$ cat src/include/soc_macros.svh
`ifndef SOC_MACROS_SVH
`define SOC_MACROS_SVH

// Bus widths
`define SOC_ADDR_W          32
`define SOC_DATA_W          64

// Boot ROM region, 16 words of content repeated over the whole region
`define SOC_ROM_BASE        32'h0000_1000
`define SOC_ROM_LEN         32'h0000_1000
`define SOC_ROM_WORDS       16
`define SOC_ROM_SIGNATURE   32'hB007_C0DE

// Core-local interruptor
`define SOC_CLINT_BASE      32'h0200_0000
`define SOC_CLINT_LEN       32'h0000_C000
`define SOC_MSIP_OFS        32'h0000_0000
`define SOC_MTIMECMP_OFS    32'h0000_4000
`define SOC_MTIME_OFS       32'h0000_BFF8

// Data SRAM, 256 words aliased over the region
`define SOC_SRAM_BASE       32'h8000_0000
`define SOC_SRAM_LEN        32'h0001_0000
`define SOC_SRAM_WORDS      256

// Fabric reset hold after the last reset cause
`define SOC_RST_HOLD_CYCLES 16

`endif

$ cat src/hw/soc_pkg.sv
`include "soc_macros.svh"

package soc_pkg;

  // ----------------------------------------
  // Bus vectors
  // ----------------------------------------
  typedef logic [`SOC_ADDR_W-1:0]   addr_t;
  typedef logic [`SOC_DATA_W-1:0]   data_t;
  typedef logic [`SOC_DATA_W/8-1:0] strb_t;

  // Target selected by the address decoder
  typedef enum logic [1:0] {
    REGION_NONE  = 2'd0,
    REGION_ROM   = 2'd1,
    REGION_SRAM  = 2'd2,
    REGION_CLINT = 2'd3
  } region_e;

  // Fabric reset sequencer
  typedef enum logic {
    RST_HOLD = 1'b0,
    RST_RUN  = 1'b1
  } rst_state_e;

  // Replace only the bytes whose enable is set
  function automatic data_t merge_be(data_t cur, data_t wdata, strb_t be);
    data_t res;
    int    b;
    res = cur;
    for (b = 0; b < $bits(strb_t); b++) begin
      if (be[b]) begin
        res[8*b +: 8] = wdata[8*b +: 8];
      end
    end
    return res;
  endfunction

endpackage

$ cat src/hw/soc_reset_fsm.sv
`timescale 1ns/10ps
`include "soc_macros.svh"

module soc_reset_fsm (
  input  logic clk_i,
  input  logic rst_i,
  input  logic dbg_reset_req_i,
  output logic fabric_rst_o,
  output logic fabric_ready_o
);
  import soc_pkg::*;

  localparam int CNT_W = $clog2(`SOC_RST_HOLD_CYCLES + 1);

  rst_state_e       state_q;
  logic [CNT_W-1:0] hold_cnt_q;

  // Every reset cause restarts the hold window
  always_ff @(posedge clk_i) begin
    if (rst_i || dbg_reset_req_i) begin
      state_q    <= RST_HOLD;
      hold_cnt_q <= CNT_W'(`SOC_RST_HOLD_CYCLES);
    end else begin
      case (state_q)
        RST_HOLD: begin
          if (hold_cnt_q == '0) begin
            state_q <= RST_RUN;
          end else begin
            hold_cnt_q <= hold_cnt_q - 1'b1;
          end
        end
        RST_RUN: begin
          state_q <= RST_RUN;
        end
        default: begin
          state_q <= RST_HOLD;
        end
      endcase
    end
  end

  assign fabric_rst_o   = (state_q == RST_HOLD);
  assign fabric_ready_o = (state_q == RST_RUN);

  // ----------------------------------------
  // Checks
  // ----------------------------------------
  a_ready_rst_excl: assert property (@(posedge clk_i) disable iff (rst_i !== 1'b0)
    !(fabric_ready_o && fabric_rst_o));

endmodule

$ cat config.mk
export PLATFORM = sky130hd
export DESIGN_NAME = soc_reset_fsm
export DESIGN_NICKNAME = d
export VERILOG_FILES = /design/src/hw/soc_pkg.sv /design/src/hw/soc_reset_fsm.sv
export VERILOG_INCLUDE_DIRS = /design/src /design/src/include
export SDC_FILE = /design/constraint.sdc
export NUM_CORES = 1
export LEC_CHECK = 0
export ABC_AREA = 1
export BUFFER_PORTS_ARGS = -buffer_cell sky130_fd_sc_hd__buf_2
export CAP_MARGIN = 20
export CORE_AREA = 8 8 45 47
export DETAILED_ROUTE_END_ITERATION = 8
export DIE_AREA = 0 0 53 55
export GPL_TIMING_DRIVEN = 0
export HOLD_SLACK_MARGIN = 0.02
export SLEW_MARGIN = 25
export SYNTH_ARGS = -nofsm -noshare
export SYNTH_HDL_FRONTEND = slang
export SYNTH_SLANG_ARGS = --single-unit
export TNS_END_PERCENT = 30
$ cat constraint.sdc
create_clock -name clk_i -period 1.6 [get_ports clk_i]
set_input_delay 0 -clock clk_i [delete_from_list [all_inputs] [get_ports clk_i]]
set_output_delay 0 -clock clk_i [all_outputs]
set_load 0.005 [all_outputs]
Word-level counts from Yosys, hierarchy flattened --
Cells that the tools add are included.
Cells by class: shift-type cells 0, magnitude comparators 0, equal/unequal tests 0, reduce and logical (&&, ||, !) cells 3, div/mod/pow operators 0, bitwise logic cells 2, muxes and demuxes 2, add/subtract/negate cells 1, multipliers 0
Operators by type and width (count):
- 5-bit zero test | 1
- 5-bit by 1-bit subtractor with 5-bit output (second input constant) | 1
- 1-bit inverter | 2
- 1-bit case mux with 2 select lines | 1
- 2-bit AND reduction | 1
- 1-bit logical OR | 1
- 1-bit 2-to-1 mux | 1
Storage, ports and cells: register bits after elaboration 6, latch bits 0, output and inout bits 2, bits in writable memories 0, input port bits 3, ROM bits 0, logic and storage cells 10, memories 0

Logic depth before layout (Yosys ltp) --
depth after elaboration 3, gate-level depth with buffers 8, gate-level depth less buffers 8

Worst setup path before layout --
No wires, ideal clock.
path type register to register, from reg hold_cnt_q[0], to reg hold_cnt_q[1], library setup time 113 ps, slack 488 ps, data required time 1487 ps, data arrival time 999 ps, cell stages (with the launch flop) 9, path buffers 0, period minus slack after synthesis 1112 ps, cells stage by stage dfxtp_1 -> inv_1 -> ha_1 -> inv_1 -> nor2_2 -> a21oi_2 -> nand2_1 -> nand2_1 -> nor2_1
Between the ends: cells in the longest elaborated chain, start to end 3, elaborated cells between the ends (all ways) 4, those cells by class 1 x add/sub; 1 x bitwise; 2 x reduce/logical
RTL lines:
- start, declared | RTL line soc_reset_fsm.sv:16 | logic [CNT_W-1:0] hold_cnt_q;
- start signal, assigned | RTL line soc_reset_fsm.sv:22 | hold_cnt_q <= CNT_W'(`SOC_RST_HOLD_CYCLES);
- start signal, assigned | RTL line soc_reset_fsm.sv:29 | hold_cnt_q <= hold_cnt_q - 1'b1;
- parallel branches: the longest is 3 deep, another holds 5-bit by 1-bit subtractor with 5-bit output
Parallel ways; which one is timed is not known. A chain may end at the register's enable or synchronous reset.

Final worst setup path --
from in rst_i, to reg hold_cnt_q[4]
Between the ends: cells in the longest elaborated chain, start to end 1
RTL lines:
- start, declared | RTL line soc_reset_fsm.sv:6 | input logic rst_i,
- 1-bit logical OR | RTL line soc_reset_fsm.sv:20 | if (rst_i || dbg_reset_req_i) begin
Every way passes these cells.

==> results.sh <==
export IMPL_setup_slack_ps=279
export IMPL_cts_root_buffer="sky130_fd_sc_hd__clkbuf_4"
export IMPL_yosysWarnings=0
export IMPL_cts_buffers_inserted=3
export IMPL_detailedRoute_firstPassIterationCount=6
export IMPL_comb_power_share_pct=26.2
export IMPL_antenna_diode_count=0
export IMPL_numPortBuffers=4
export IMPL_crit_family="buffers and inverters"
export IMPL_worst_r2r_cell_count=8
export IMPL_cp_end_kind="flop"
export IMPL_critical_path_cell_chain="dlygate4sd3_1, buf_2, nor2_1, dlygate4sd3_1, nand3_1"
export IMPL_standard_cell_rows=14
export IMPL_ctsHtreeMaxLevel=1
export IMPL_timing_hold_worst_start="dbg_reset_req_i"
export IMPL_floorplan_initialDensity_pct=25.4
export IMPL_cell_depth_of_the_worst_setup_path=5
export IMPL_vdd_drop_max_uv=287
export IMPL_drc=0
export IMPL_post_route_period_util_pct=82.5
export IMPL_timing_final_hold_violations=0
export IMPL_critical_path_reg2reg_endpoint="hold_cnt_q[1]"
export IMPL_crit_path_start_kind="input port"
export IMPL_first_global_vias=283
export IMPL_layout_nets=67
export IMPL_wire_per_inst_um=8.82
export IMPL_hold_path_endpoint="hold_cnt_q[1]"
export IMPL_slowest_delay_ps=580
export IMPL_timing_rr_start="hold_cnt_q[0]"
export IMPL_outcome="finished, final reports clean"
export IMPL_cellPowerDensity_nw_per_um2=979
export IMPL_tightest_slew_ps=264
export IMPL_crit_path_max_fanout=3
export IMPL_cts_reportedPaths_clkPinSlew_ps=40
export IMPL_die_w_um=53
export IMPL_clockPowerShare_pct=32.1
export IMPL_clock_tree_sinks=6
export IMPL_synth_fp_nets=56
export IMPL_grt_util_all_layers_pct=5.58
export IMPL_worst_endpoint_required_ps=1730
export IMPL_final_instance_area_um2=434
export IMPL_synth_ff_latch_count=6
export IMPL_power_leakage_nw=0.222
export IMPL_instance_area_at_placement_um2=392
export IMPL_cpMostUsedCell="sky130_fd_sc_hd__dlygate4sd3_1"
export IMPL_grt_ovfl_total=0
export IMPL_report_final_slew_viol_count=0
export IMPL_hold_depth=4
export IMPL_setup_viol=0
export IMPL_vias=333
export IMPL_finalWirelength_um=670
export IMPL_maximum_achievable_frequency_mhz=757
export IMPL_worst_hold_slack_ps=24.7
export IMPL_final_util_pct=31.4
export IMPL_grt_pass1_wl_mm=1.17
export IMPL_cts_tree="done"
export IMPL_synth_cells=51
export IMPL_synth_seq_area_share_pct=34.2
export IMPL_fin_crit_ps=1320
export IMPL_drt_initial_drc_count=10
export IMPL_worst_path_cell_with_the_longest_stage_delay="sky130_fd_sc_hd__dlygate4sd3_1"
export IMPL_proportion_of_total_power_due_to_net_switching_pct=30.4
export IMPL_power_switching_uw=129
export IMPL_yosysUniqueCellTypes=12
export IMPL_synth_top_cell_area_share_pct=34.2
export IMPL_post_place_ws_ps=366
export IMPL_post_cts_resized=0
export IMPL_synthesis_area_um2=352
export IMPL_yosys_area_top_type="sky130_fd_sc_hd__dfxtp_1"
export IMPL_synth_area_leaders="sky130_fd_sc_hd__dfxtp_1, sky130_fd_sc_hd__nand2_1, sky130_fd_sc_hd__inv_1, sky130_fd_sc_hd__ha_1, sky130_fd_sc_hd__nand3_1"
export IMPL_final_antenna_net_count=0
export IMPL_core_area_um2=1380
export IMPL_fin_worst_skew_ps=0.504
export IMPL_die_h_um=55
export IMPL_grt_max_degree=6
export IMPL_clock_tree_buffer_depth=2
export IMPL_power_report_internal_total_uw=296
export IMPL_post_dp_hpwl_um=524
export IMPL_die_area_um2=2920
export IMPL_p_seq_share_pct=41.7
export IMPL_top_level_ports=5
export IMPL_setup_repair_after_global_routing_missed_its_margin="false"
export IMPL_tns_ps=0
export IMPL_r2r_setup_slack_ps=350
export IMPL_post_route_cells_drive_above_1_share_pct=23.3
export IMPL_drv_max_cap_violation_count=0
export IMPL_routabilityCongestion=0.686
export IMPL_antenna_violations_before_repair=0
export IMPL_route_detailed_vias_per_inst=4.38
export IMPL_timing_max_slew_rel_slack_pct=82.4
export IMPL_timing_worst_setup_path_type="in2reg"
export IMPL_critPathBufInv=3
export IMPL_critPathArrivalTime_ps=1450
export IMPL_worst_skew_pair_late_latency_ps=240
export IMPL_syn2layout_area_growth_pct=23.5
export IMPL_hold_class="in2reg"
export IMPL_syn_avg_cell_area_um2=6.89
## sequential cells by signal (all words and copies together) (netlist names)
signal	flops
fabric_ready_o	1
hold_cnt_q	5
## synthesized netlist by cell type
library cell	number
sky130_fd_sc_hd__dfxtp_1	6
sky130_fd_sc_hd__nand2_2	2
sky130_fd_sc_hd__nand2_1	17
sky130_fd_sc_hd__nor2_2	2
sky130_fd_sc_hd__nand3b_1	1
sky130_fd_sc_hd__inv_1	7
sky130_fd_sc_hd__nand3_1	4
sky130_fd_sc_hd__bufinv_8	1
sky130_fd_sc_hd__a21oi_2	2
sky130_fd_sc_hd__a21oi_1	2
sky130_fd_sc_hd__nor2_1	5
sky130_fd_sc_hd__ha_1	2
## cells in the final DEF, fill, tap and decap left out, drive strengths merged
cell type | synthesis | final
a21oi | 4 | 4
ha | 2 | 2
clkbuf | 0 | 3
nand2 | 19 | 19
nand3 | 4 | 4
buf | 0 | 4
bufinv | 1 | 1
nand3b | 1 | 1
dfxtp | 6 | 6
nor2 | 7 | 7
inv | 7 | 7
dlygate4sd3 | 0 | 2
## metrics by stage
stage	total power [mW]	cells
CTS	0.433	76
finish	0.425	76
detailed placement	0.287	71
global placement	0.284	71
floorplan	0.266	51
global route	0.464	76
## worst max path at each step
| stage | from | to |
|---|---|---|
| floorplan | hold_cnt_q[0] | hold_cnt_q[1] |
| global placement | hold_cnt_q[0] | hold_cnt_q[1] |
| CTS | rst_i | hold_cnt_q[4] |
| global route | rst_i | hold_cnt_q[4] |
| detailed placement | hold_cnt_q[0] | hold_cnt_q[1] |
| finish | rst_i | hold_cnt_q[4] |
## power groups by stage
stage	logic [mW]	clock network (mW)	registers [mW]
floorplan	0.0890	0	0.177
global placement	0.105	0	0.179
detailed placement	0.107	0	0.180
CTS	0.112	0.144	0.177
global route	0.131	0.154	0.179
finish	0.111	0.136	0.177
## kinds of logic (layout without fill, tap and decap cells)
group                    Yosys count  after routing  share of synthesized area, %
AO/OA/AOI/OAI                      4              4                          7.83
adder cells (fa/ha/maj)            2              2                          7.12
buffers and inverters              8             17                          12.5
flip-flops                         6              6                          34.2
AND/OR/NAND/NOR                   31             31                          38.4
## routing by layer
layer | share of wire, % | track usage, %
met5 | 0 | 0
met4 | 2.8 | 6.47
met3 | 6.3 | 1.60
met2 | 50 | 8.79
met1 | 40 | 5.48
## area by class of cell
| class | count | area [um^2] |
|---|---|---|
| multi-input cells | 37 | 188 |
| clock buffers | 3 | 22.5 |
| well taps | 16 | 20.0 |
| fillers | 148 | 950 |
| inverters | 8 | 43.8 |
| repair buffers | 6 | 40.0 |
| flip-flops and latches | 6 | 120 |
## tightest hold or removal path, delay by kind of cell
| kind | cells | cell delay, ps |
|---|---|---|
| and+or+nand+nor | 3 | 140 |
| buffers and inverters | 1 | 70 |
## timing repair
action	CTS	global route
endpoints found under the setup margin	0	0
setup buffers	0	0
hold buffers	2	0
hold endpoints to repair	2	0
No activity file was read; power rests on OpenSTA's default activity.
