===== src/include/soc_macros.svh =====
`ifndef SOC_MACROS_SVH
`define SOC_MACROS_SVH

// Bus widths
`define SOC_ADDR_W          32
`define SOC_DATA_W          64

// Boot ROM region, 16 words of content repeated over the whole region
`define SOC_ROM_BASE        32'h0000_1000
`define SOC_ROM_LEN         32'h0000_1000
`define SOC_ROM_WORDS       16
`define SOC_ROM_SIGNATURE   32'hB007_C0DE

// Core-local interruptor
`define SOC_CLINT_BASE      32'h0200_0000
`define SOC_CLINT_LEN       32'h0000_C000
`define SOC_MSIP_OFS        32'h0000_0000
`define SOC_MTIMECMP_OFS    32'h0000_4000
`define SOC_MTIME_OFS       32'h0000_BFF8

// Data SRAM, 256 words aliased over the region
`define SOC_SRAM_BASE       32'h8000_0000
`define SOC_SRAM_LEN        32'h0001_0000
`define SOC_SRAM_WORDS      256

// Fabric reset hold after the last reset cause
`define SOC_RST_HOLD_CYCLES 16

`endif


===== src/hw/soc_pkg.sv =====
`include "soc_macros.svh"

package soc_pkg;

  // ----------------------------------------
  // Bus vectors
  // ----------------------------------------
  typedef logic [`SOC_ADDR_W-1:0]   addr_t;
  typedef logic [`SOC_DATA_W-1:0]   data_t;
  typedef logic [`SOC_DATA_W/8-1:0] strb_t;

  // Target selected by the address decoder
  typedef enum logic [1:0] {
    REGION_NONE  = 2'd0,
    REGION_ROM   = 2'd1,
    REGION_SRAM  = 2'd2,
    REGION_CLINT = 2'd3
  } region_e;

  // Fabric reset sequencer
  typedef enum logic {
    RST_HOLD = 1'b0,
    RST_RUN  = 1'b1
  } rst_state_e;

  // Replace only the bytes whose enable is set
  function automatic data_t merge_be(data_t cur, data_t wdata, strb_t be);
    data_t res;
    int    b;
    res = cur;
    for (b = 0; b < $bits(strb_t); b++) begin
      if (be[b]) begin
        res[8*b +: 8] = wdata[8*b +: 8];
      end
    end
    return res;
  endfunction

endpackage


===== src/hw/soc_clint.sv =====
`timescale 1ns/10ps
`include "soc_macros.svh"

module soc_clint (
  input  logic           clk_i,
  input  logic           fabric_rst_i,
  input  logic           rtc_i,
  input  logic           req_i,
  input  logic           we_i,
  input  soc_pkg::addr_t addr_i,
  input  soc_pkg::strb_t be_i,
  input  soc_pkg::data_t wdata_i,
  output soc_pkg::data_t rdata_o,
  output logic           timer_irq_o,
  output logic           ipi_o
);
  import soc_pkg::*;

  localparam int OFS_W = $clog2(`SOC_DATA_W / 8);

  addr_t      reg_ofs;
  addr_t      word_ofs;
  data_t      msip_q;
  data_t      mtime_q;
  data_t      mtimecmp_q;
  data_t      rd_word;
  logic [2:0] rtc_sync_q;
  logic       rtc_rise;
  logic       wr_msip;
  logic       wr_mtimecmp;
  logic       wr_mtime;

  // Offset inside the block, byte lanes dropped
  assign reg_ofs  = addr_i - `SOC_CLINT_BASE;
  assign word_ofs = {reg_ofs[`SOC_ADDR_W-1:OFS_W], {OFS_W{1'b0}}};

  assign wr_msip     = req_i & we_i & (word_ofs == `SOC_MSIP_OFS);
  assign wr_mtimecmp = req_i & we_i & (word_ofs == `SOC_MTIMECMP_OFS);
  assign wr_mtime    = req_i & we_i & (word_ofs == `SOC_MTIME_OFS);

  // Two sync flops, third one holds the previous level
  assign rtc_rise = rtc_sync_q[1] & ~rtc_sync_q[2];

  // ----------------------------------------
  // Registers
  // ----------------------------------------
  always_ff @(posedge clk_i) begin
    if (fabric_rst_i) begin
      rtc_sync_q <= '0;
      msip_q     <= '0;
      mtime_q    <= '0;
      mtimecmp_q <= '1;
    end else begin
      rtc_sync_q <= {rtc_sync_q[1:0], rtc_i};
      if (wr_msip) begin
        msip_q <= merge_be(msip_q, wdata_i, be_i);
      end
      if (wr_mtimecmp) begin
        mtimecmp_q <= merge_be(mtimecmp_q, wdata_i, be_i);
      end
      // Software write wins over a tick in the same cycle
      if (wr_mtime) begin
        mtime_q <= merge_be(mtime_q, wdata_i, be_i);
      end else if (rtc_rise) begin
        mtime_q <= mtime_q + 1'b1;
      end
    end
  end

  // ----------------------------------------
  // Read path
  // ----------------------------------------
  always_comb begin
    case (word_ofs)
      `SOC_MSIP_OFS:     rd_word = msip_q;
      `SOC_MTIMECMP_OFS: rd_word = mtimecmp_q;
      `SOC_MTIME_OFS:    rd_word = mtime_q;
      default:           rd_word = '0;
    endcase
  end

  always_ff @(posedge clk_i) begin
    if (req_i && !we_i) begin
      rdata_o <= rd_word;
    end
  end

  assign timer_irq_o = (mtime_q >= mtimecmp_q);
  assign ipi_o       = msip_q[0];

  // Compare register comes out of reset above any count
  a_no_irq_after_rst: assert property (@(posedge clk_i)
    fabric_rst_i |=> !timer_irq_o);

endmodule


===== config.mk =====
export PLATFORM = sky130hd
export DESIGN_NAME = soc_clint
export DESIGN_NICKNAME = d
export VERILOG_FILES = /design/src/hw/soc_pkg.sv /design/src/hw/soc_clint.sv
export VERILOG_INCLUDE_DIRS = /design/src /design/src/include
export SDC_FILE = /design/constraint.sdc
export NUM_CORES = 1
export LEC_CHECK = 0
export BUFFER_PORTS_ARGS = -buffer_cell sky130_fd_sc_hd__buf_2
export CORE_ASPECT_RATIO = 1.5
export CORE_UTILIZATION = 55
export CTS_CLUSTER_DIAMETER = 60
export CTS_CLUSTER_SIZE = 25
export DETAILED_ROUTE_END_ITERATION = 10
export GPL_ROUTABILITY_DRIVEN = 0
export PLACE_DENSITY_LB_ADDON = 0.15
export SLEW_MARGIN = 15
export SYNTH_ARGS = -nofsm -noshare
export SYNTH_HDL_FRONTEND = slang
export SYNTH_SLANG_ARGS = --single-unit

===== constraint.sdc =====
create_clock -name clk_i -period 6.7 [get_ports clk_i]
set_input_delay 0.335 -clock clk_i [delete_from_list [all_inputs] [get_ports clk_i]]
set_output_delay 0.335 -clock clk_i [all_outputs]
set_load 0.03 [all_outputs]

; Yosys cells after proc, flatten, opt, wreduce, memory -nomap -nowiden
; Cells that the tools add are included.
[totals]
ff_bits = 259
in_bits = 109
[op_classes]
n_addsub = 2
magnitude_cmp = 1
n_eq_ne = 10
n_mux = 11
bitwise_logic = 6
n_reduce_logical = 28
[op_table]
columns = op, n
row1 = $pmux W64 S3, 1
row2 = $mux W64, 2
row3 = $add A64 B1 Y64 const B, 1
row4 = $ge A64 B64 Y1, 1
row5 = $mux W8, 8
row6 = $reduce_and A2 Y1, 24
row7 = $logic_not A32 Y1, 1
row8 = $sub A32 B26 Y32 const B, 1
row9 = $eq A29 B12 Y1 const B, 1
row10 = $eq A29 B13 Y1 const B, 1
row11 = $ne A2 B2 Y1 const B, 8
row12 = $and A1 B1 Y1, 5
row13 = $reduce_bool A2 Y1, 1
row14 = $logic_and A1 B1 Y1, 1
row15 = $logic_not A1 Y1, 1
row16 = $not A1 Y1, 1

; Depth between registers and ports, before layout
[logic_depth]
word_depth = 5
mapped_depth = 9
mapped_depth_nobuf = 8

; Least setup slack after synthesis
; No wires, ideal clock.
[synth_timing]
path_kind = input -> register
start = input req_i
end = register rdata_o[0] (enable)
setup_ps = 493
arrival_ps = 3442
path_slack_ps = 2765
path_stages = 2
path_buffers = 1
cell_sequence = clkbuf_1 nor2b_1
[synth_via]
elab_chain_len = 1
[synth_lines]
columns = item, line_no
row1 = start: declaration, soc_clint.sv:8  ; input logic req_i,
row2 = $logic_and A1 B1 Y1, soc_clint.sv:83  ; if (req_i && !we_i) begin
row3 = end signal: assignment, soc_clint.sv:84  ; rdata_o <= rd_word;
row4 = end: declaration, soc_clint.sv:13  ; output soc_pkg::data_t rdata_o,
; No other way between the ends.
; A chain may end at the register's enable or synchronous reset.

; Worst setup path in the final report
[layout_timing]
start = register mtime_q[57]
end = output timer_irq_o
[layout_via]
elab_chain_len = 1
[layout_lines]
columns = item, line_no
row1 = start: declaration, soc_clint.sv:24  ; data_t mtime_q;
row2 = start signal: assignment, soc_clint.sv:63  ; mtime_q <= merge_be(mtime_q, wdata_i, be_i);
row3 = start signal: assignment, soc_clint.sv:65  ; mtime_q <= mtime_q + 1'b1;
row4 = $ge A64 B64 Y1, soc_clint.sv:88  ; assign timer_irq_o = (mtime_q >= mtimecmp_q);
row5 = end: declaration, soc_clint.sv:14  ; output logic timer_irq_o,
; No other way between the ends.

==> run summary <==
The run finished with clean final reports. Sequential elements use 43.3% of the synthesized area. For this design the ratio of total power to cell area is 185 nW/um^2. For this design the total switching power over the nets is 671 uW. The worst path uses 61.1% of the clock period. The first routing iteration left 934 violations. The count of cells in the finished layout, fillers not included, comes to 1940. The sequential power share is 58.2%.

The total half-perimeter wirelength after legalization and detailed placement was 26400 um; the fraction of synthesized cell area taken by the top area cell type was 29.0%. After Yosys synthesis, full adders, half adders and majority gates account for 6.04% of the synthesized area. The CTS clock-pin slew for the worst setup and hold paths works out to 0.10 ns. For this design, the slowest cell found on the critical path is sky130_fd_sc_hd__nor4_1. In this run the worst path has a maximum fanout of 10. Number of H-tree levels: 1. Entering global routing, the biggest net connects 87 pins.

Remaining global-route overflow: 0. The total negative slack for setup checks was 0 ns. Count of cell types in the netlist: 76. In the final layout, the multi-input gates occupy 6990 um^2. The worst setup path is launched from a flop. The mean post-synth cell area is 8.97 um^2. After Yosys synthesis, XOR and XNOR cells account for 0.130% of the synthesized area. The die outline width came out at 130 um. The number of max-slew violations in the final report came out at 0. At the later pin of the worst-skew pair, clock insertion delay measures 0.51 ns. Setup repair after global routing left no endpoint under its margin.

Per report_power, the clock group accounts for 36.3% of the total. The die covers 25100 um^2. The worst setup path is of the reg2out kind.

Core region area: 23800 um^2. The first TritonRoute pass finished after 7 iterations. The count of buffering cells on the critical path with inverters included was 1.

The netlist area before placement is 13500 um^2. The vias per cell is 6.25, and the number of buffers inserted by post-CTS setup repair is 0. The synthesized design spends more area on one cell type than any other, namely sky130_fd_sc_hd__dfxtp_1. The dominant combinational cell family by area after synthesis is simple AND/OR/NAND/NOR gates. The share of post-route cells with drive strength above 1 came out at 15.1%. The final hold violation count came out at 0. The share of total power consumed by net switching is 24.2%, and the number of vias after detailed routing is 12100.

The clock drives 259 sinks. The total wirelength of the detailed-routed design is 38500 um, and the maximum root-to-sink buffer count is 3. Yosys mapped a number of flops with a built-in enable equal to 64.

For the final database, setup skew stands at 0.0197 ns. Summing all flip-flop and latch instances after layout gives 5830 um^2. The share of flip-flops with an asynchronous set or reset after synthesis is 0%, and the number of buffers inserted by hold repair at cts is 0.

The signal on the critical path passes through ha_1 > nand4_1 > nor4_1 > nand2_1 > nor4_1 > o311ai_0 > nand2_1 > buf_2. Data arrives at the worst endpoint at 3.76 ns. For this run, design rule violations remaining after detail routing come to 0. STA puts the critical path data required time at 6.36 ns. After synthesis, the cell types taking the most area are sky130_fd_sc_hd__dfxtp_1, sky130_fd_sc_hd__edfxtp_1, sky130_fd_sc_hd__mux2i_1. The first global-routing pass estimated 60800 um of wire. The overall die height came out at 194 um.

Post-CTS repair changed the size of 0 cells. Standby leakage power: 6.22 nW. For this run, the slowest stage of the critical path takes 0.87 ns. For this design the top-level I/O count stands at 175. The share of cell area taken by muxes after synthesis works out to 6.70%.

CTS placed an instance of sky130_fd_sc_hd__clkbuf_16 at the clock tree root. Counting tap cells, the placed design contains a total of 1915 instances. At the end of the flow, the number of nets in the layout was 1787. The area growth from synthesis to layout is 11.1%.

Global routing used 30.7% of the available tracks. Counting every net in the synthesized netlist gives 1675. The pin slew with the least headroom to its limit came out at 1.03 ns. The logs give 0 for the post-detailed-route count of antenna-violating nets and 0 for the number of antenna violations at the first check in global routing. In the synthesized netlist the dominant register cell turns out to be sky130_fd_sc_hd__dfxtp_1. Static timing analysis puts the maximum clock frequency at 0.244 GHz. The routed length per placed instance is 19.8 um, and the number of warning messages in the yosys log is 0. After floorplanning, the core was divided into 69 placement rows.

Share of the synthesized area in compound gates (AO/OA/AOI/OAI): 17.8%. Family of cells with the greatest summed delay on the critical path: simple AND/OR/NAND/NOR gates. The repair_antennas step left the layout with diodes totalling 0.

The internal portion of the total power is 2.10 mW. Instance count of the mapped netlist: 1501. The count of buffers inserted at the top-level ports is 171, and the relative contribution of combinational cells to total power is 5.4%.

The tools report the fill cell instance count of the final layout as 2129. The remaining max-slew budget at the tightest pin is 31.5%, and the maximum ir drop on the vdd rail is 184 uV. Counting the buffers created by CTS gives 15.

The number of synthesized register bits is 259. STA classifies the critical path endpoint as an output port. Setup violations remaining at the end of the flow were counted as 0. The tools report the number of global-route vias before repair as 11800.

The worst hold path belongs to the class in2reg. The area fraction in and, or, nand and nor cells after synthesis came out at 21.0%. After layout, the minimum clock period comes to 4.10 ns. The tool flagged a number of max-cap violations equal to 0. TritonCTS built the clock tree.

The tools report the effective utilization at floorplan as 56.5%.
area by class of cell:
type / instances / area share, %
Multi-Input combinational cell: 1069 / 46.7
Timing Repair Buffer: 187 / 6.54
Clock buffer: 19 / 2.74
Clock inverter: 6 / 0.326
Tap cell: 319 / 2.67
Sequential cell: 259 / 38.9
Inverter: 81 / 2.03
logic make-up after synthesis:
group                    after synthesis
adder cells (fa/ha/maj)               65
AND/OR/NAND/NOR                      563
buffers and inverters                173
XOR/XNOR                               2
flip-flops                           259
AO/OA/AOI/OAI                        349
multiplexers                          90
synth_stat cells, drive strengths merged, types with 30 or more instances:
master	count
a22oi	65
nor3	37
edfxtp	64
mux2i	89
nor2	127
dfxtp	195
inv	81
clkbuf	79
o211ai	56
ha	65
a21oi	34
nand3	37
and3	30
o21ai	88
nand4	44
nand2	185
nor4	34
tightest hold or removal path, stage by stage:
cell and delay (ns):
sky130_fd_sc_hd__buf_2 0.11, sky130_fd_sc_hd__mux2i_1 0.06, sky130_fd_sc_hd__nand2_1 0.05
layout by cell type, fill, tap and decap left out, drive strengths merged, types with 56 or more instances in the layout:
cell,Yosys,routed
buf,11,187
nor2,127,127
inv,81,84
ha,65,65
o211ai,56,56
o21ai,88,88
nand2,185,185
edfxtp,64,64
dfxtp,195,195
mux2i,89,89
a22oi,65,65
worst paths after layout:
path	startpoint	to	slack, ns	cells after the start
setup reg to reg	mtime_q[1]$_SDFFE_PP0P_	mtime_q[54]$_SDFFE_PP0P_	3.49	7
setup / recovery	mtime_q[57]$_SDFFE_PP0P_	timer_irq_o	2.60	8
hold / removal	wdata_i[46]	mtimecmp_q[46]$_SDFFE_PP1P_	0.09	3
hold reg to reg	rtc_sync_q[0]$_SDFF_PP0_	rtc_sync_q[1]$_SDFF_PP0_	0.46	1
power by group through the flow:
stage | Clock (mW) | Combinational [mW] | Sequential, mW
finish | 1.01 | 0.151 | 1.61
global route | 1.07 | 0.160 | 1.62
CTS | 1.02 | 0.150 | 1.61
detailed placement | 0 | 0.150 | 1.65
global placement | 0 | 0.149 | 1.65
floorplan | 0 | 0.0480 | 1.67
state kept, by name (all words and copies together), names as in the netlist:
| register | flops |
|---|---|
| rdata_o | 64 |
| rtc_sync_q | 3 |
| mtimecmp_q | 64 |
| mtime_q | 64 |
| msip_q | 64 |
through the flow:
stage	hold slack (ns)	util [%]	setup slack, ns	total power [mW]	instance area (um^2)
3_5_place_dp	0.434	60.8	2.99	1.80	14500
2_1_floorplan	0.414	-	2.77	1.72	13500
4_1_cts	0.0830	62.8	2.65	2.78	15000
3_3_place_gp	0.432	60.8	3.04	1.80	14500
6_report	0.0887	62.8	2.60	2.77	15000
5_1_grt	0.0879	62.8	2.62	2.85	15000
per-layer routing:
layer | vias to the layer above | global-route usage [%] | wire (um) | share of wire [%]
met4 | 0 | 15.8 | 1800 | 4.7
li1 | 5771 | - | - | -
met1 | 5799 | 36.3 | 15000 | 39
met3 | 98 | 4.18 | 2320 | 6.0
met2 | 459 | 53.4 | 19400 | 50
met5 | - | 0 | 0 | 0
Note: power is estimated with default switching activity, not from simulation.
