### src/include/soc_macros.svh
`ifndef SOC_MACROS_SVH
`define SOC_MACROS_SVH

// Bus widths
`define SOC_ADDR_W          32
`define SOC_DATA_W          64

// Boot ROM region, 16 words of content repeated over the whole region
`define SOC_ROM_BASE        32'h0000_1000
`define SOC_ROM_LEN         32'h0000_1000
`define SOC_ROM_WORDS       16
`define SOC_ROM_SIGNATURE   32'hB007_C0DE

// Core-local interruptor
`define SOC_CLINT_BASE      32'h0200_0000
`define SOC_CLINT_LEN       32'h0000_C000
`define SOC_MSIP_OFS        32'h0000_0000
`define SOC_MTIMECMP_OFS    32'h0000_4000
`define SOC_MTIME_OFS       32'h0000_BFF8

// Data SRAM, 256 words aliased over the region
`define SOC_SRAM_BASE       32'h8000_0000
`define SOC_SRAM_LEN        32'h0001_0000
`define SOC_SRAM_WORDS      256

// Fabric reset hold after the last reset cause
`define SOC_RST_HOLD_CYCLES 16

`endif

### src/hw/soc_pkg.sv
`include "soc_macros.svh"

package soc_pkg;

  // ----------------------------------------
  // Bus vectors
  // ----------------------------------------
  typedef logic [`SOC_ADDR_W-1:0]   addr_t;
  typedef logic [`SOC_DATA_W-1:0]   data_t;
  typedef logic [`SOC_DATA_W/8-1:0] strb_t;

  // Target selected by the address decoder
  typedef enum logic [1:0] {
    REGION_NONE  = 2'd0,
    REGION_ROM   = 2'd1,
    REGION_SRAM  = 2'd2,
    REGION_CLINT = 2'd3
  } region_e;

  // Fabric reset sequencer
  typedef enum logic {
    RST_HOLD = 1'b0,
    RST_RUN  = 1'b1
  } rst_state_e;

  // Replace only the bytes whose enable is set
  function automatic data_t merge_be(data_t cur, data_t wdata, strb_t be);
    data_t res;
    int    b;
    res = cur;
    for (b = 0; b < $bits(strb_t); b++) begin
      if (be[b]) begin
        res[8*b +: 8] = wdata[8*b +: 8];
      end
    end
    return res;
  endfunction

endpackage

### src/hw/soc_addr_decode.sv
`timescale 1ns/10ps
`include "soc_macros.svh"

module soc_addr_decode (
  input  logic           clk_i,
  input  logic           fabric_rst_i,
  input  logic           fabric_ready_i,
  input  logic           req_i,
  input  logic           we_i,
  input  soc_pkg::addr_t addr_i,
  input  soc_pkg::data_t rom_rdata_i,
  input  soc_pkg::data_t sram_rdata_i,
  input  soc_pkg::data_t clint_rdata_i,
  output logic           rom_req_o,
  output logic           sram_req_o,
  output logic           clint_req_o,
  output logic           rvalid_o,
  output soc_pkg::data_t rdata_o,
  output logic           err_o
);
  import soc_pkg::*;

  region_e region_d;
  region_e region_q;
  logic    accept;
  logic    req_err;
  logic    rvalid_q;
  logic    err_q;
  logic    rd_q;

  // Wrapping subtract keeps this a single compare per region
  function automatic logic in_range(addr_t addr, addr_t base, addr_t len);
    addr_t ofs;
    ofs = addr - base;
    return ofs < len;
  endfunction

  always_comb begin
    region_d = REGION_NONE;
    if (in_range(addr_i, `SOC_ROM_BASE, `SOC_ROM_LEN)) begin
      region_d = REGION_ROM;
    end else if (in_range(addr_i, `SOC_SRAM_BASE, `SOC_SRAM_LEN)) begin
      region_d = REGION_SRAM;
    end else if (in_range(addr_i, `SOC_CLINT_BASE, `SOC_CLINT_LEN)) begin
      region_d = REGION_CLINT;
    end
  end

  assign accept  = req_i & fabric_ready_i;
  // Unmapped hole or a store into the boot ROM
  assign req_err = (region_d == REGION_NONE) | ((region_d == REGION_ROM) & we_i);

  assign rom_req_o   = accept & (region_d == REGION_ROM) & ~we_i;
  assign sram_req_o  = accept & (region_d == REGION_SRAM);
  assign clint_req_o = accept & (region_d == REGION_CLINT);

  // ----------------------------------------
  // Response stage
  // ----------------------------------------
  always_ff @(posedge clk_i) begin
    if (fabric_rst_i) begin
      rvalid_q <= 1'b0;
      err_q    <= 1'b0;
      rd_q     <= 1'b0;
      region_q <= REGION_NONE;
    end else begin
      rvalid_q <= accept;
      err_q    <= accept & req_err;
      rd_q     <= accept & ~we_i & ~req_err;
      region_q <= region_d;
    end
  end

  // Writes and errors return zero data
  always_comb begin
    rdata_o = '0;
    if (rd_q) begin
      case (region_q)
        REGION_ROM:   rdata_o = rom_rdata_i;
        REGION_SRAM:  rdata_o = sram_rdata_i;
        REGION_CLINT: rdata_o = clint_rdata_i;
        default:      rdata_o = '0;
      endcase
    end
  end

  assign rvalid_o = rvalid_q;
  assign err_o    = err_q;

  a_strobe_onehot: assert property (@(posedge clk_i) disable iff (fabric_rst_i !== 1'b0)
    $onehot0({rom_req_o, sram_req_o, clint_req_o}));

  a_rvalid_follows_req: assert property (@(posedge clk_i) disable iff (fabric_rst_i !== 1'b0)
    rvalid_o |-> $past(req_i && fabric_ready_i));

endmodule

### config.mk
export PLATFORM = sky130hd
export DESIGN_NAME = soc_addr_decode
export DESIGN_NICKNAME = d
export VERILOG_FILES = /design/src/hw/soc_pkg.sv /design/src/hw/soc_addr_decode.sv
export VERILOG_INCLUDE_DIRS = /design/src /design/src/include
export SDC_FILE = /design/constraint.sdc
export NUM_CORES = 1
export LEC_CHECK = 0
export BUFFER_PORTS_ARGS = -buffer_cell sky130_fd_sc_hd__buf_2
export CORE_AREA = 5 5 114 116
export CTS_CLUSTER_DIAMETER = 150
export DETAILED_ROUTE_END_ITERATION = 10
export DIE_AREA = 0 0 119 121
export GPL_ROUTABILITY_DRIVEN = 0
export GPL_TIMING_DRIVEN = 0
export HOLD_SLACK_MARGIN = 0.03
export PLACE_DENSITY = 0.51
export SLEW_MARGIN = 25
export SYNTH_ARGS = -nofsm -noshare
export SYNTH_HDL_FRONTEND = slang
export SYNTH_SLANG_ARGS = --single-unit
### constraint.sdc
create_clock -name clk_i -period 5.27 [get_ports clk_i]
set_input_delay 1.581 -clock clk_i [delete_from_list [all_inputs] [get_ports clk_i]]
set_output_delay 1.581 -clock clk_i [all_outputs]
set_load 0.005 [all_outputs]
Yosys cells after proc, flatten, opt, wreduce, memory -nomap -nowiden

Cells that the tools add are included.

Register bits: 5
Memories: 0
Bits in read-only memories: 0
Bits in latches: 0
Output and inout bits: 69
Bits in writable memories: 0
Bits of input ports: 229

Equality and inequality tests: 6
Magnitude comparators: 3
Bitwise operators: 12
$mul: 0
Shifts and indexed selects: 0
Divide/modulo/power cells: 0
Add/sub/neg operators: 3
Reductions and logical operators: 1
Multiplexer cells: 5

Operators by type and width:

| cell                                                                           | number |
|---|---|
| 64-bit one-hot mux with 3 select lines                                         | 1 |
| 64-bit 2-to-1 mux                                                              | 1 |
| 32-bit by 13-bit less-than comparator with 1-bit output, second input constant | 1 |
| 32-bit by 16-bit less-than comparator with 1-bit output, second input constant | 1 |
| 32-bit by 17-bit less-than comparator with 1-bit output, second input constant | 1 |
| 32-bit by 13-bit subtractor with 32-bit output, second input constant          | 1 |
| 32-bit by 26-bit subtractor with 32-bit output, second input constant          | 1 |
| 32-bit subtractor, second input constant                                       | 1 |
| 1-bit bitwise AND                                                              | 9 |
| 2-bit == test, second input constant                                           | 4 |
| 2-bit 2-to-1 mux                                                               | 3 |
| 2-bit by 1-bit == test with 1-bit output, second input constant                | 2 |
| 2-bit logical NOT                                                              | 1 |
| 1-bit NOT                                                                      | 2 |
| 1-bit OR                                                                       | 1 |

Logic depth before layout (Yosys ltp)

Gate-level depths: netlist of the first run.

Depth in word-level cells: 10
Mapped depth: 7

Least setup slack after synthesis of the first run

OpenSTA, ideal clock, no wires.

Path kind: input -> output
From: input addr_i[25]
To: output rom_req_o
Stages: 7
Required time: 3689 ps
Path slack: 1052 ps
Arrival: 2637 ps
Buffers on the path: 0
Cells stage by stage: inv_1 ha_1 and3b_1 mux2i_1 and4bb_1 o2111ai_2 nor3_1

Word-level cells in the longest chain between the ends: 8
Elaborated cells on any way between the ends: 12
Classes of those cells: 3 x add/sub; 3 x order compare; 1 x eq/ne; 3 x mux; 2 x bitwise

Ends and longest elaborated chain:

| element                                                 | line                  | text |
|---|---|---|
| start, declared                                         | soc_addr_decode.sv:10 | `input soc_pkg::addr_t addr_i,` |
| 32-bit by 26-bit subtractor with 32-bit output          | soc_addr_decode.sv:34 | `ofs = addr - base;` |
| 32-bit by 16-bit less-than comparator with 1-bit output | soc_addr_decode.sv:35 | `return ofs < len;` |
| 2-bit 2-to-1 mux                                        | soc_addr_decode.sv:44 | `` end else if (in_range(addr_i, `SOC_CLINT_BASE, `SOC_CLINT_LEN)) begin `` |
| 2-bit 2-to-1 mux                                        | soc_addr_decode.sv:42 | `` end else if (in_range(addr_i, `SOC_SRAM_BASE, `SOC_SRAM_LEN)) begin `` |
| 2-bit 2-to-1 mux (*)                                    | soc_addr_decode.sv:40 | `` if (in_range(addr_i, `SOC_ROM_BASE, `SOC_ROM_LEN)) begin `` |
| 2-bit by 1-bit == test with 1-bit output (*)            | soc_addr_decode.sv:53 | `assign rom_req_o = accept & (region_d == REGION_ROM) & ~we_i;` |
| 1-bit bitwise AND (*) (2 in series)                     | soc_addr_decode.sv:53 |  |
| end, declared                                           | soc_addr_decode.sv:14 | `output logic rom_req_o,` |

Every way passes the cells marked *; elsewhere a longest branch is shown, timed or not.

Worst setup path in the final report of the first run

Ends and elaborated chain as after synthesis.

==> flow_summary.json, run 1 <==
{
  "synth_top_area_share_pct": 33.4,
  "holdWs_ns": 1.56,
  "clk_path_buf_depth": 2,
  "ctsHoldBuffers": 0,
  "synth_area_leaders": "mux2_2 (33%), a22oi_1 (22%), nor2b_1 (19%)",
  "grt_pass1_vias": 3410,
  "yosysTopAreaCell": "mux2_2",
  "worstPathArrival_ns": 3.01,
  "synth_fa_ha_area_share_pct": 0.580,
  "synth_seq_area_share_pct": 4.64,
  "p_leak_uw": 0.00177,
  "dr.pass1.iters": 6,
  "yosysMostFrequentCell": "nor2b_1",
  "worstPathRequired_ns": 3.69,
  "finalPower_uw": 285,
  "antenna_found_initial": 0,
  "syn_area_per_cell_um2": 7.88,
  "h-tree-depth": 1,
  "start_kind": "input port",
  "period_share_pct": 87.1,
  "grt_overflow": 0,
  "worst_setup_path_end_kind": "output pin",
  "muxShareOfSynthArea_pct": 33.9,
  "worst-setup-path-type": "input port to output pin",
  "grtUsageTotal_pct": 14.5,
  "drive_gt1_share_pct": 65.0,
  "antenna_cells": 0,
  "grt_max_degree": 11,
  "synth_top_family_by_area": "multiplexers",
  "critPathMaxFanout": 6,
  "fillers": 1310,
  "drt-total-wl_mm": 11.6,
  "synth-compound-area-share_pct": 26.1,
  "grt_pass1_wl_mm": 17.3,
  "setup_viol": 0,
  "drc": 0,
  "slew_headroom_pct": 50.9,
  "multi_input_area_um2": 1940,
  "numCtsBuffers": 3,
  "clock_sinks": 5,
  "synth-xor-area-share_pct": 0.406,
  "max-vdd-ir-drop_uv": 148,
  "ios": 298,
  "finalHoldViolCount": 0,
  "syn_area_um2": 2160,
  "detail-route-antenna-nets": 0,
  "ys.flop_type": "dfxtp_1",
  "max_freq_ghz": 0.218,
  "yosys_register_bits": 5,
  "wl_per_cell_um": 16.3,
  "root_buffer": "clkbuf_16",
  "yosys.area_share.simple_pct": 28.8,
  "nNetsFinal": 794,
  "area_delta_synth_final_pct": 78.3,
  "setup_slack_ns": 0.680,
  "hold_depth": 2,
  "status": "finished clean",
  "p_per_area_nw_per_um2": 74.1,
  "cts_setup_buffers": 0,
  "ys_async_sr_fraction_pct": 0,
  "hold_end": "rd_q$_SDFF_PP0_",
  "detail_route.vias_per_cell": 4.62,
  "portBuffers": 285,
  "fin_setup_tns_ns": 0,
  "die_h_um": 121,
  "vias": 3280,
  "dieArea_um2": 14400,
  "synth_enable_flop_cells": 0,
  "final-seq-area_um2": 100,
  "worst_pin_slew_ns": 0.737,
  "path_clk_slew_ns": 0.03,
  "drv_slew": 0,
  "synth_cell_type_count": 33,
  "chipWidth_um": 119,
  "synth_common_cells": "nor2b_1 (65), a22oi_1 (64), mux2_2 (64)",
  "syn_inst": 274,
  "dp_hpwl_mm": 9.95,
  "synth_fp_nets": 504,
  "place_ws_ns": 0.681,
  "core_area_um2": 11800,
  "drtIter0Drc": 172,
  "cts_tree": "built",
  "drv_cap": 0,
  "yosysWarningCount": 0,
  "post_cts_resize_count": 0,
  "min_period_ns": 4.59,
  "num_rows": 40,
  "initial_core_util_pct": 18.3,
  "grt_setup_unrepaired": "no",
  "worstHoldPathType": "input port to register",
  "min-delay-start": "we_i"
}
-- cell usage in the layout (no fill, tap or decap), drive strengths merged, types with 2 or more instances in the layout --
| cell type | n |
|---|---|
| buf | 297 |
| nor2b | 65 |
| mux2 | 64 |
| a22oi | 64 |
| clkbuf | 20 |
| nor2 | 9 |
| nand2 | 6 |
| nor3 | 5 |
| dfxtp | 5 |
| nand3 | 4 |
| nor4 | 3 |
| inv | 2 |
| a21oi | 2 |
-- stage by stage --
stage          std cells  instance area (µm²)  utilization (%)
2_1_floorplan        274                 2160                -
3_3_place_gp         706                 3770             31.9
3_5_place_dp         706                 3770             31.9
4_1_cts              710                 3850             32.6
5_1_grt              710                 3850             32.6
6_report             710                 3850             32.6
-- how the worst max path moves through the flow --
stage          depth (start not counted)       start         to
2_1_floorplan                          7  addr_i[25]  rom_req_o
3_3_place_gp                           9  addr_i[25]  rom_req_o
3_5_place_dp                           9  addr_i[25]  rom_req_o
4_1_cts                                9  addr_i[25]  rom_req_o
5_1_grt                                7  addr_i[15]  rom_req_o
6_report                               9  addr_i[25]  rom_req_o
-- metal layers --
layer,vias up,share of wire (%),global-route usage [%]
met3,12,7.5,3.31
met5,-,0,0
met1,1494,39,16.8
met2,168,52,27.8
li1,1606,-,-
met4,0,0.94,1.81
-- cell type report --
cell class                      count  area share [%]
Inverter                            2           0.195
Buffer                             28            2.93
Clock buffer                        4            2.05
Multi-Input combinational cell    239            50.4
Timing Repair Buffer              285            37.1
Tap cell                          147            4.78
Sequential cell                     5            2.60
-- logic make-up (layout without fill, tap and decap cells) --
group,count (synthesis),in the layout
AOI/OAI and AO/OA,73,73
xor gates and xnor gates,1,1
adders and majority gates,1,1
buffers and inverters,30,319
DFF,5,5
muxes,65,65
and+or+nand+nor,99,99
-- critical path: stages --
cell and delay, ns:
buf_2 0.13, inv_1 0.06, ha_1 0.23, and3b_1 0.18
mux2i_1 0.06, and4bb_1 0.27, o2111ai_2 0.17, nor3_1 0.18
buf_2 0.14
-- flip-flops by register name, summed over array words and instances, names as in the netlist --
register  cells
region_q      2
err_o         1
rvalid_o      1
rd_q          1
-- where the power goes --
group / switching (µW) / total (µW) / leakage (µW) / internal [µW]
sequential: 0.115 / 38.8 / 0.0000406 / 38.7
clock: 24.7 / 125 / 0.0000382 / 100
combinational: 40.9 / 121 / 0.00170 / 80.4
No activity file was read; power rests on OpenSTA's default activity.
==> run 2: changes to the inputs <==
--- a/config.mk
+++ b/config.mk
@@ -14,7 +14,7 @@
 export GPL_ROUTABILITY_DRIVEN = 0
 export GPL_TIMING_DRIVEN = 0
 export HOLD_SLACK_MARGIN = 0.03
-export PLACE_DENSITY = 0.51
+export PLACE_DENSITY = 0.61
 export SLEW_MARGIN = 25
 export SYNTH_ARGS = -nofsm -noshare
 export SYNTH_HDL_FRONTEND = slang
==> flow_summary.json, run 2 (synthesis results as in run 1) <==
{
  "fin_setup_tns_ns": 0,
  "clock_sinks": 5,
  "drv_slew": 0,
  "intPower_uw": 219,
  "place_ws_ns": 0.664,
  "cts_setup_buffers": 0,
  "switchingPower_uw": 64.4,
  "cp_num_cells": 9,
  "startpoint": "addr_i[25]",
  "crit_buf_inv": 3,
  "slew_headroom_pct": 50.1,
  "slowest_stage": "and4bb_1",
  "final_common_cell": "buf_2",
  "combPwrFrac_pct": 42.7,
  "final-seq-area_um2": 100,
  "drtIter0Drc": 164,
  "start_kind": "input port",
  "p_seq_share_pct": 13.7,
  "detail-route-antenna-nets": 0,
  "multi_input_area_um2": 1940,
  "finalPower_uw": 284,
  "swShare_pct": 22.7,
  "grt_pass1_vias": 3345,
  "dr.pass1.iters": 4,
  "worstPathRequired_ns": 3.69,
  "final_cell_mix": "buf_2 (291), nor2b_1 (65), mux2_2 (64), a22oi_1 (64), clkbuf_1 (17)",
  "status": "finished clean",
  "worstHoldPathType": "input port to register",
  "worst_setup_path_endpoint": "rom_req_o",
  "vias": 3276,
  "worst-setup-path-type": "input port to output pin",
  "antenna_found_initial": 0,
  "period_share_pct": 87.4,
  "power_frac_clock_pct": 43.6,
  "setup_viol": 0,
  "critPathMaxFanout": 6,
  "grt_max_degree": 11,
  "nNetsFinal": 794,
  "root_buffer": "clkbuf_16",
  "drc": 0,
  "regMostFlops": "region_q",
  "holdWs_ns": 1.57,
  "ios": 298,
  "worst_pin_slew_ns": 0.748,
  "post_cts_resize_count": 0,
  "core_area_um2": 11800,
  "grt_pass1_wl_mm": 16.9,
  "worstPathArrival_ns": 3.02,
  "setup_slack_ns": 0.665,
  "h-tree-depth": 1,
  "min-delay-start": "we_i",
  "cts_tree": "built",
  "die_h_um": 121,
  "area_delta_synth_final_pct": 78.3,
  "chipWidth_um": 119,
  "wl_per_cell_um": 15.7,
  "max_freq_ghz": 0.217,
  "grtUsageTotal_pct": 14.1,
  "numCtsBuffers": 3,
  "num_rows": 40,
  "finalHoldViolCount": 0,
  "postPlaceCellArea_um2": 3770,
  "fillers": 1319,
  "ctsHoldBuffers": 0,
  "p_per_area_nw_per_um2": 73.7,
  "drive_gt1_share_pct": 65.0,
  "worst_setup_path_end_kind": "output pin",
  "path_cells": "buf_2, inv_1, ha_1, and3b_1, mux2i_1, and4bb_1, o2111ai_2, nor3_1, buf_2",
  "dieArea_um2": 14400,
  "crit_top_cell": "buf_2",
  "path_clk_slew_ns": 0.03,
  "min_period_ns": 4.61,
  "portBuffers": 285,
  "grt_setup_unrepaired": "no",
  "max-vdd-ir-drop_uv": 141,
  "drv_cap": 0,
  "p_leak_uw": 0.00177,
  "initial_core_util_pct": 18.3,
  "drt-total-wl_mm": 11.1,
  "detail_route.vias_per_cell": 4.61,
  "cpPeakStageDelay_ns": 0.27,
  "clk_path_buf_depth": 2,
  "stdcell_area_um2": 3850,
  "dp_hpwl_mm": 9.42,
  "largest_reg_flops": 2,
  "antenna_cells": 0,
  "crit_family": "simple AND/OR/NAND/NOR gates",
  "grt_overflow": 0
}
==> run 2: power groups by stage <==
stage	logic, µW	registers [µW]	clock network, µW
2_1_floorplan	33.4	39.5	0
3_3_place_gp	119	39.4	0
3_5_place_dp	121	39.3	0
4_1_cts	122	38.8	127
5_1_grt	134	38.9	129
6_report	121	38.8	124
==> run 2: worst min path at each step <==
| stage | endpoint | slack, ns | cells past startpoint |
|---|---|---|---|
| finish | rd_q$_SDFF_PP0_ | 1.57 | 2 |
| global route | rd_q$_SDFF_PP0_ | 1.58 | 2 |
| global placement | rd_q$_SDFF_PP0_ | 1.80 | 2 |
| floorplan | region_q[0]$_SDFF_PP0_ | 1.65 | 1 |
| detailed placement | rd_q$_SDFF_PP0_ | 1.80 | 2 |
| CTS | rd_q$_SDFF_PP0_ | 1.56 | 2 |
==> run 2: layout make-up <==
| cell class | count | area share (%) |
|---|---|---|
| Sequential cell | 5 | 2.60 |
| Tap cell | 147 | 4.78 |
| Inverter | 2 | 0.195 |
| Clock buffer | 4 | 2.05 |
| Multi-Input combinational cell | 239 | 50.4 |
| Timing Repair Buffer | 285 | 37.1 |
| Buffer | 28 | 2.93 |
==> run 2: through the flow <==
| stage | std cells | util [%] |
|---|---|---|
| 2_1_floorplan | 274 | - |
| 3_3_place_gp | 706 | 31.9 |
| 3_5_place_dp | 706 | 31.9 |
| 4_1_cts | 710 | 32.6 |
| 5_1_grt | 710 | 32.6 |
| 6_report | 710 | 32.6 |
==> run 2: metal layers <==
metal / part of all wire [%] / vias to the layer above / GRT usage [%]
met4: 0.83 / 0 / 2.53
met2: 50 / 165 / 25.6
met1: 42 / 1495 / 17.3
met3: 6.8 / 8 / 2.80
li1: - / 1608 / -
met5: 0 / - / 0
==> run 3: changes to the inputs <==
--- a/config.mk
+++ b/config.mk
@@ -7,14 +7,15 @@
 export NUM_CORES = 1
 export LEC_CHECK = 0
 export BUFFER_PORTS_ARGS = -buffer_cell sky130_fd_sc_hd__buf_2
-export CORE_AREA = 5 5 114 116
+export CORE_AREA = 5 5 112 114
+export CTS_BUF_LIST = sky130_fd_sc_hd__clkbuf_4 sky130_fd_sc_hd__clkbuf_8
 export CTS_CLUSTER_DIAMETER = 150
 export DETAILED_ROUTE_END_ITERATION = 10
-export DIE_AREA = 0 0 119 121
+export DIE_AREA = 0 0 117 119
 export GPL_ROUTABILITY_DRIVEN = 0
 export GPL_TIMING_DRIVEN = 0
 export HOLD_SLACK_MARGIN = 0.03
-export PLACE_DENSITY = 0.61
+export PLACE_DENSITY = 0.62
 export SLEW_MARGIN = 25
 export SYNTH_ARGS = -nofsm -noshare
 export SYNTH_HDL_FRONTEND = slang
==> flow_summary.json, run 3 (synthesis results as in run 1) <==
{
  "status": "finished clean",
  "p_leak_uw": 0.00176,
  "grt_overflow": 0,
  "final_common_cell": "buf_2",
  "post_cts_resize_count": 0,
  "worst-setup-path-type": "input port to output pin",
  "core_area_um2": 11300,
  "dr.pass1.iters": 5,
  "max_freq_ghz": 0.218,
  "final_cell_mix": "buf_2 (291), nor2b_1 (65), mux2_2 (64), a22oi_1 (64), clkbuf_1 (16)",
  "clock_sinks": 5,
  "cpPeakStageDelay_ns": 0.27,
  "clk_path_buf_depth": 2,
  "worstHoldPathType": "input port to register",
  "root_buffer": "clkbuf_8",
  "drc": 0,
  "antenna_found_initial": 0,
  "grtUsageTotal_pct": 14.1,
  "initial_core_util_pct": 19.1,
  "area_delta_synth_final_pct": 76.6,
  "max-vdd-ir-drop_uv": 180,
  "worstPathArrival_ns": 3.01,
  "path_clk_slew_ns": 0.03,
  "period_share_pct": 87.2,
  "dp_hpwl_mm": 9.47,
  "wl_per_cell_um": 15.5,
  "hold_depth": 2,
  "cts_tree": "built",
  "drive_gt1_share_pct": 65.2,
  "num_rows": 39,
  "finalPower_uw": 234,
  "worst_pin_slew_ns": 0.665,
  "grt_setup_unrepaired": "no",
  "final-seq-area_um2": 100,
  "grt_pass1_wl_mm": 16.0,
  "cts_setup_buffers": 0,
  "crit_top_cell": "buf_2",
  "drtIter0Drc": 152,
  "start_kind": "input port",
  "slowest_stage": "and4bb_1",
  "h-tree-depth": 1,
  "fillers": 1244,
  "fin_setup_tns_ns": 0,
  "vias": 3191,
  "grt_pass1_vias": 3084,
  "portBuffers": 285,
  "worst_setup_path_end_kind": "output pin",
  "detail-route-antenna-nets": 0,
  "ios": 298,
  "slew_headroom_pct": 55.7,
  "finalHoldViolCount": 0,
  "nNetsFinal": 794,
  "numCtsBuffers": 3,
  "path_cells": "buf_2, inv_1, ha_1, and3b_1, mux2i_1, and4bb_1, o2111ai_2, nor3_1, buf_2",
  "worstPathRequired_ns": 3.69,
  "min-delay-start": "we_i",
  "detail_route.vias_per_cell": 4.52,
  "regMostFlops": "region_q",
  "min_period_ns": 4.60,
  "die_h_um": 119,
  "largest_reg_flops": 2,
  "critPathMaxFanout": 6,
  "setup_viol": 0,
  "drt-total-wl_mm": 11.0,
  "dieArea_um2": 13900,
  "antenna_cells": 0,
  "hold_end": "rd_q$_SDFF_PP0_",
  "chipWidth_um": 117,
  "drv_cap": 0,
  "grt_max_degree": 11,
  "ctsHoldBuffers": 0,
  "multi_input_area_um2": 1940,
  "drv_slew": 0,
  "p_per_area_nw_per_um2": 61.3
}
[run 3: cell types whose count changed in the layout (fill, tap and decap cells not counted)]
cell | before | now
clkbuf_1 | 17 | 16
clkbuf_4 | 0 | 1
clkbuf_8 | 0 | 3
clkbuf_16 | 3 | 0
[run 3: layout make-up]
class | instances | area share, %
inverters | 2 | 0.197
repair buffers | 285 | 37.4
plain buffers | 28 | 2.95
multi-input cells | 239 | 50.8
well taps | 143 | 4.69
flip-flops and latches | 5 | 2.63
clock buffers | 4 | 1.28
[run 3: worst max-delay path by stage]
| stage | start | to | slack (ns) | cells past startpoint |
|---|---|---|---|---|
| floorplan | addr_i[25] | rom_req_o | 1.05 | 7 |
| global placement | addr_i[25] | rom_req_o | 0.66 | 9 |
| detailed placement | addr_i[25] | rom_req_o | 0.68 | 9 |
| CTS | addr_i[25] | rom_req_o | 0.67 | 9 |
| global route | addr_i[28] | rom_req_o | 0.56 | 7 |
| finish | addr_i[25] | rom_req_o | 0.67 | 9 |
[run 3: critical path: cells and delay by family]
kind / cells / cell delay (ns)
AND/OR/NAND/NOR: 3 / 0.63
adder cells (fa/ha/maj): 1 / 0.24
multiplexers: 1 / 0.06
buffers and inverters: 3 / 0.33
AO/OA/AOI/OAI: 1 / 0.18
[run 3: power by group]
part / total (µW) / switching, µW / internal (µW) / leakage [µW]
Sequential: 38.8 / 0.107 / 38.7 / 0.0000406
Combinational: 121 / 40.7 / 80.3 / 0.00170
Clock: 73.7 / 16.8 / 56.9 / 0.0000262
[run 3: through the flow]
step / util (%) / area [µm²] / setup WS (ns) / std cells / hold slack, ns
finish: 33.7 / 3810 / 0.675 / 706 / 1.58
global route: 33.7 / 3810 / 0.563 / 706 / 1.59
CTS: 33.7 / 3810 / 0.671 / 706 / 1.57
detailed placement: 33.2 / 3760 / 0.683 / 702 / 1.80
global placement: 33.2 / 3760 / 0.663 / 702 / 1.80
floorplan: - / 2160 / 1.05 / 274 / 1.65
[run 3: metal layers]
layer  share of wire [%]  up-vias  global-route usage, %
met2                  52      152                   26.5
met3                 8.7        2                   2.08
met4                0.33        0                  0.860
met1                  39     1425                   17.5
li1                    -     1612                      -
met5                   0        -                      0
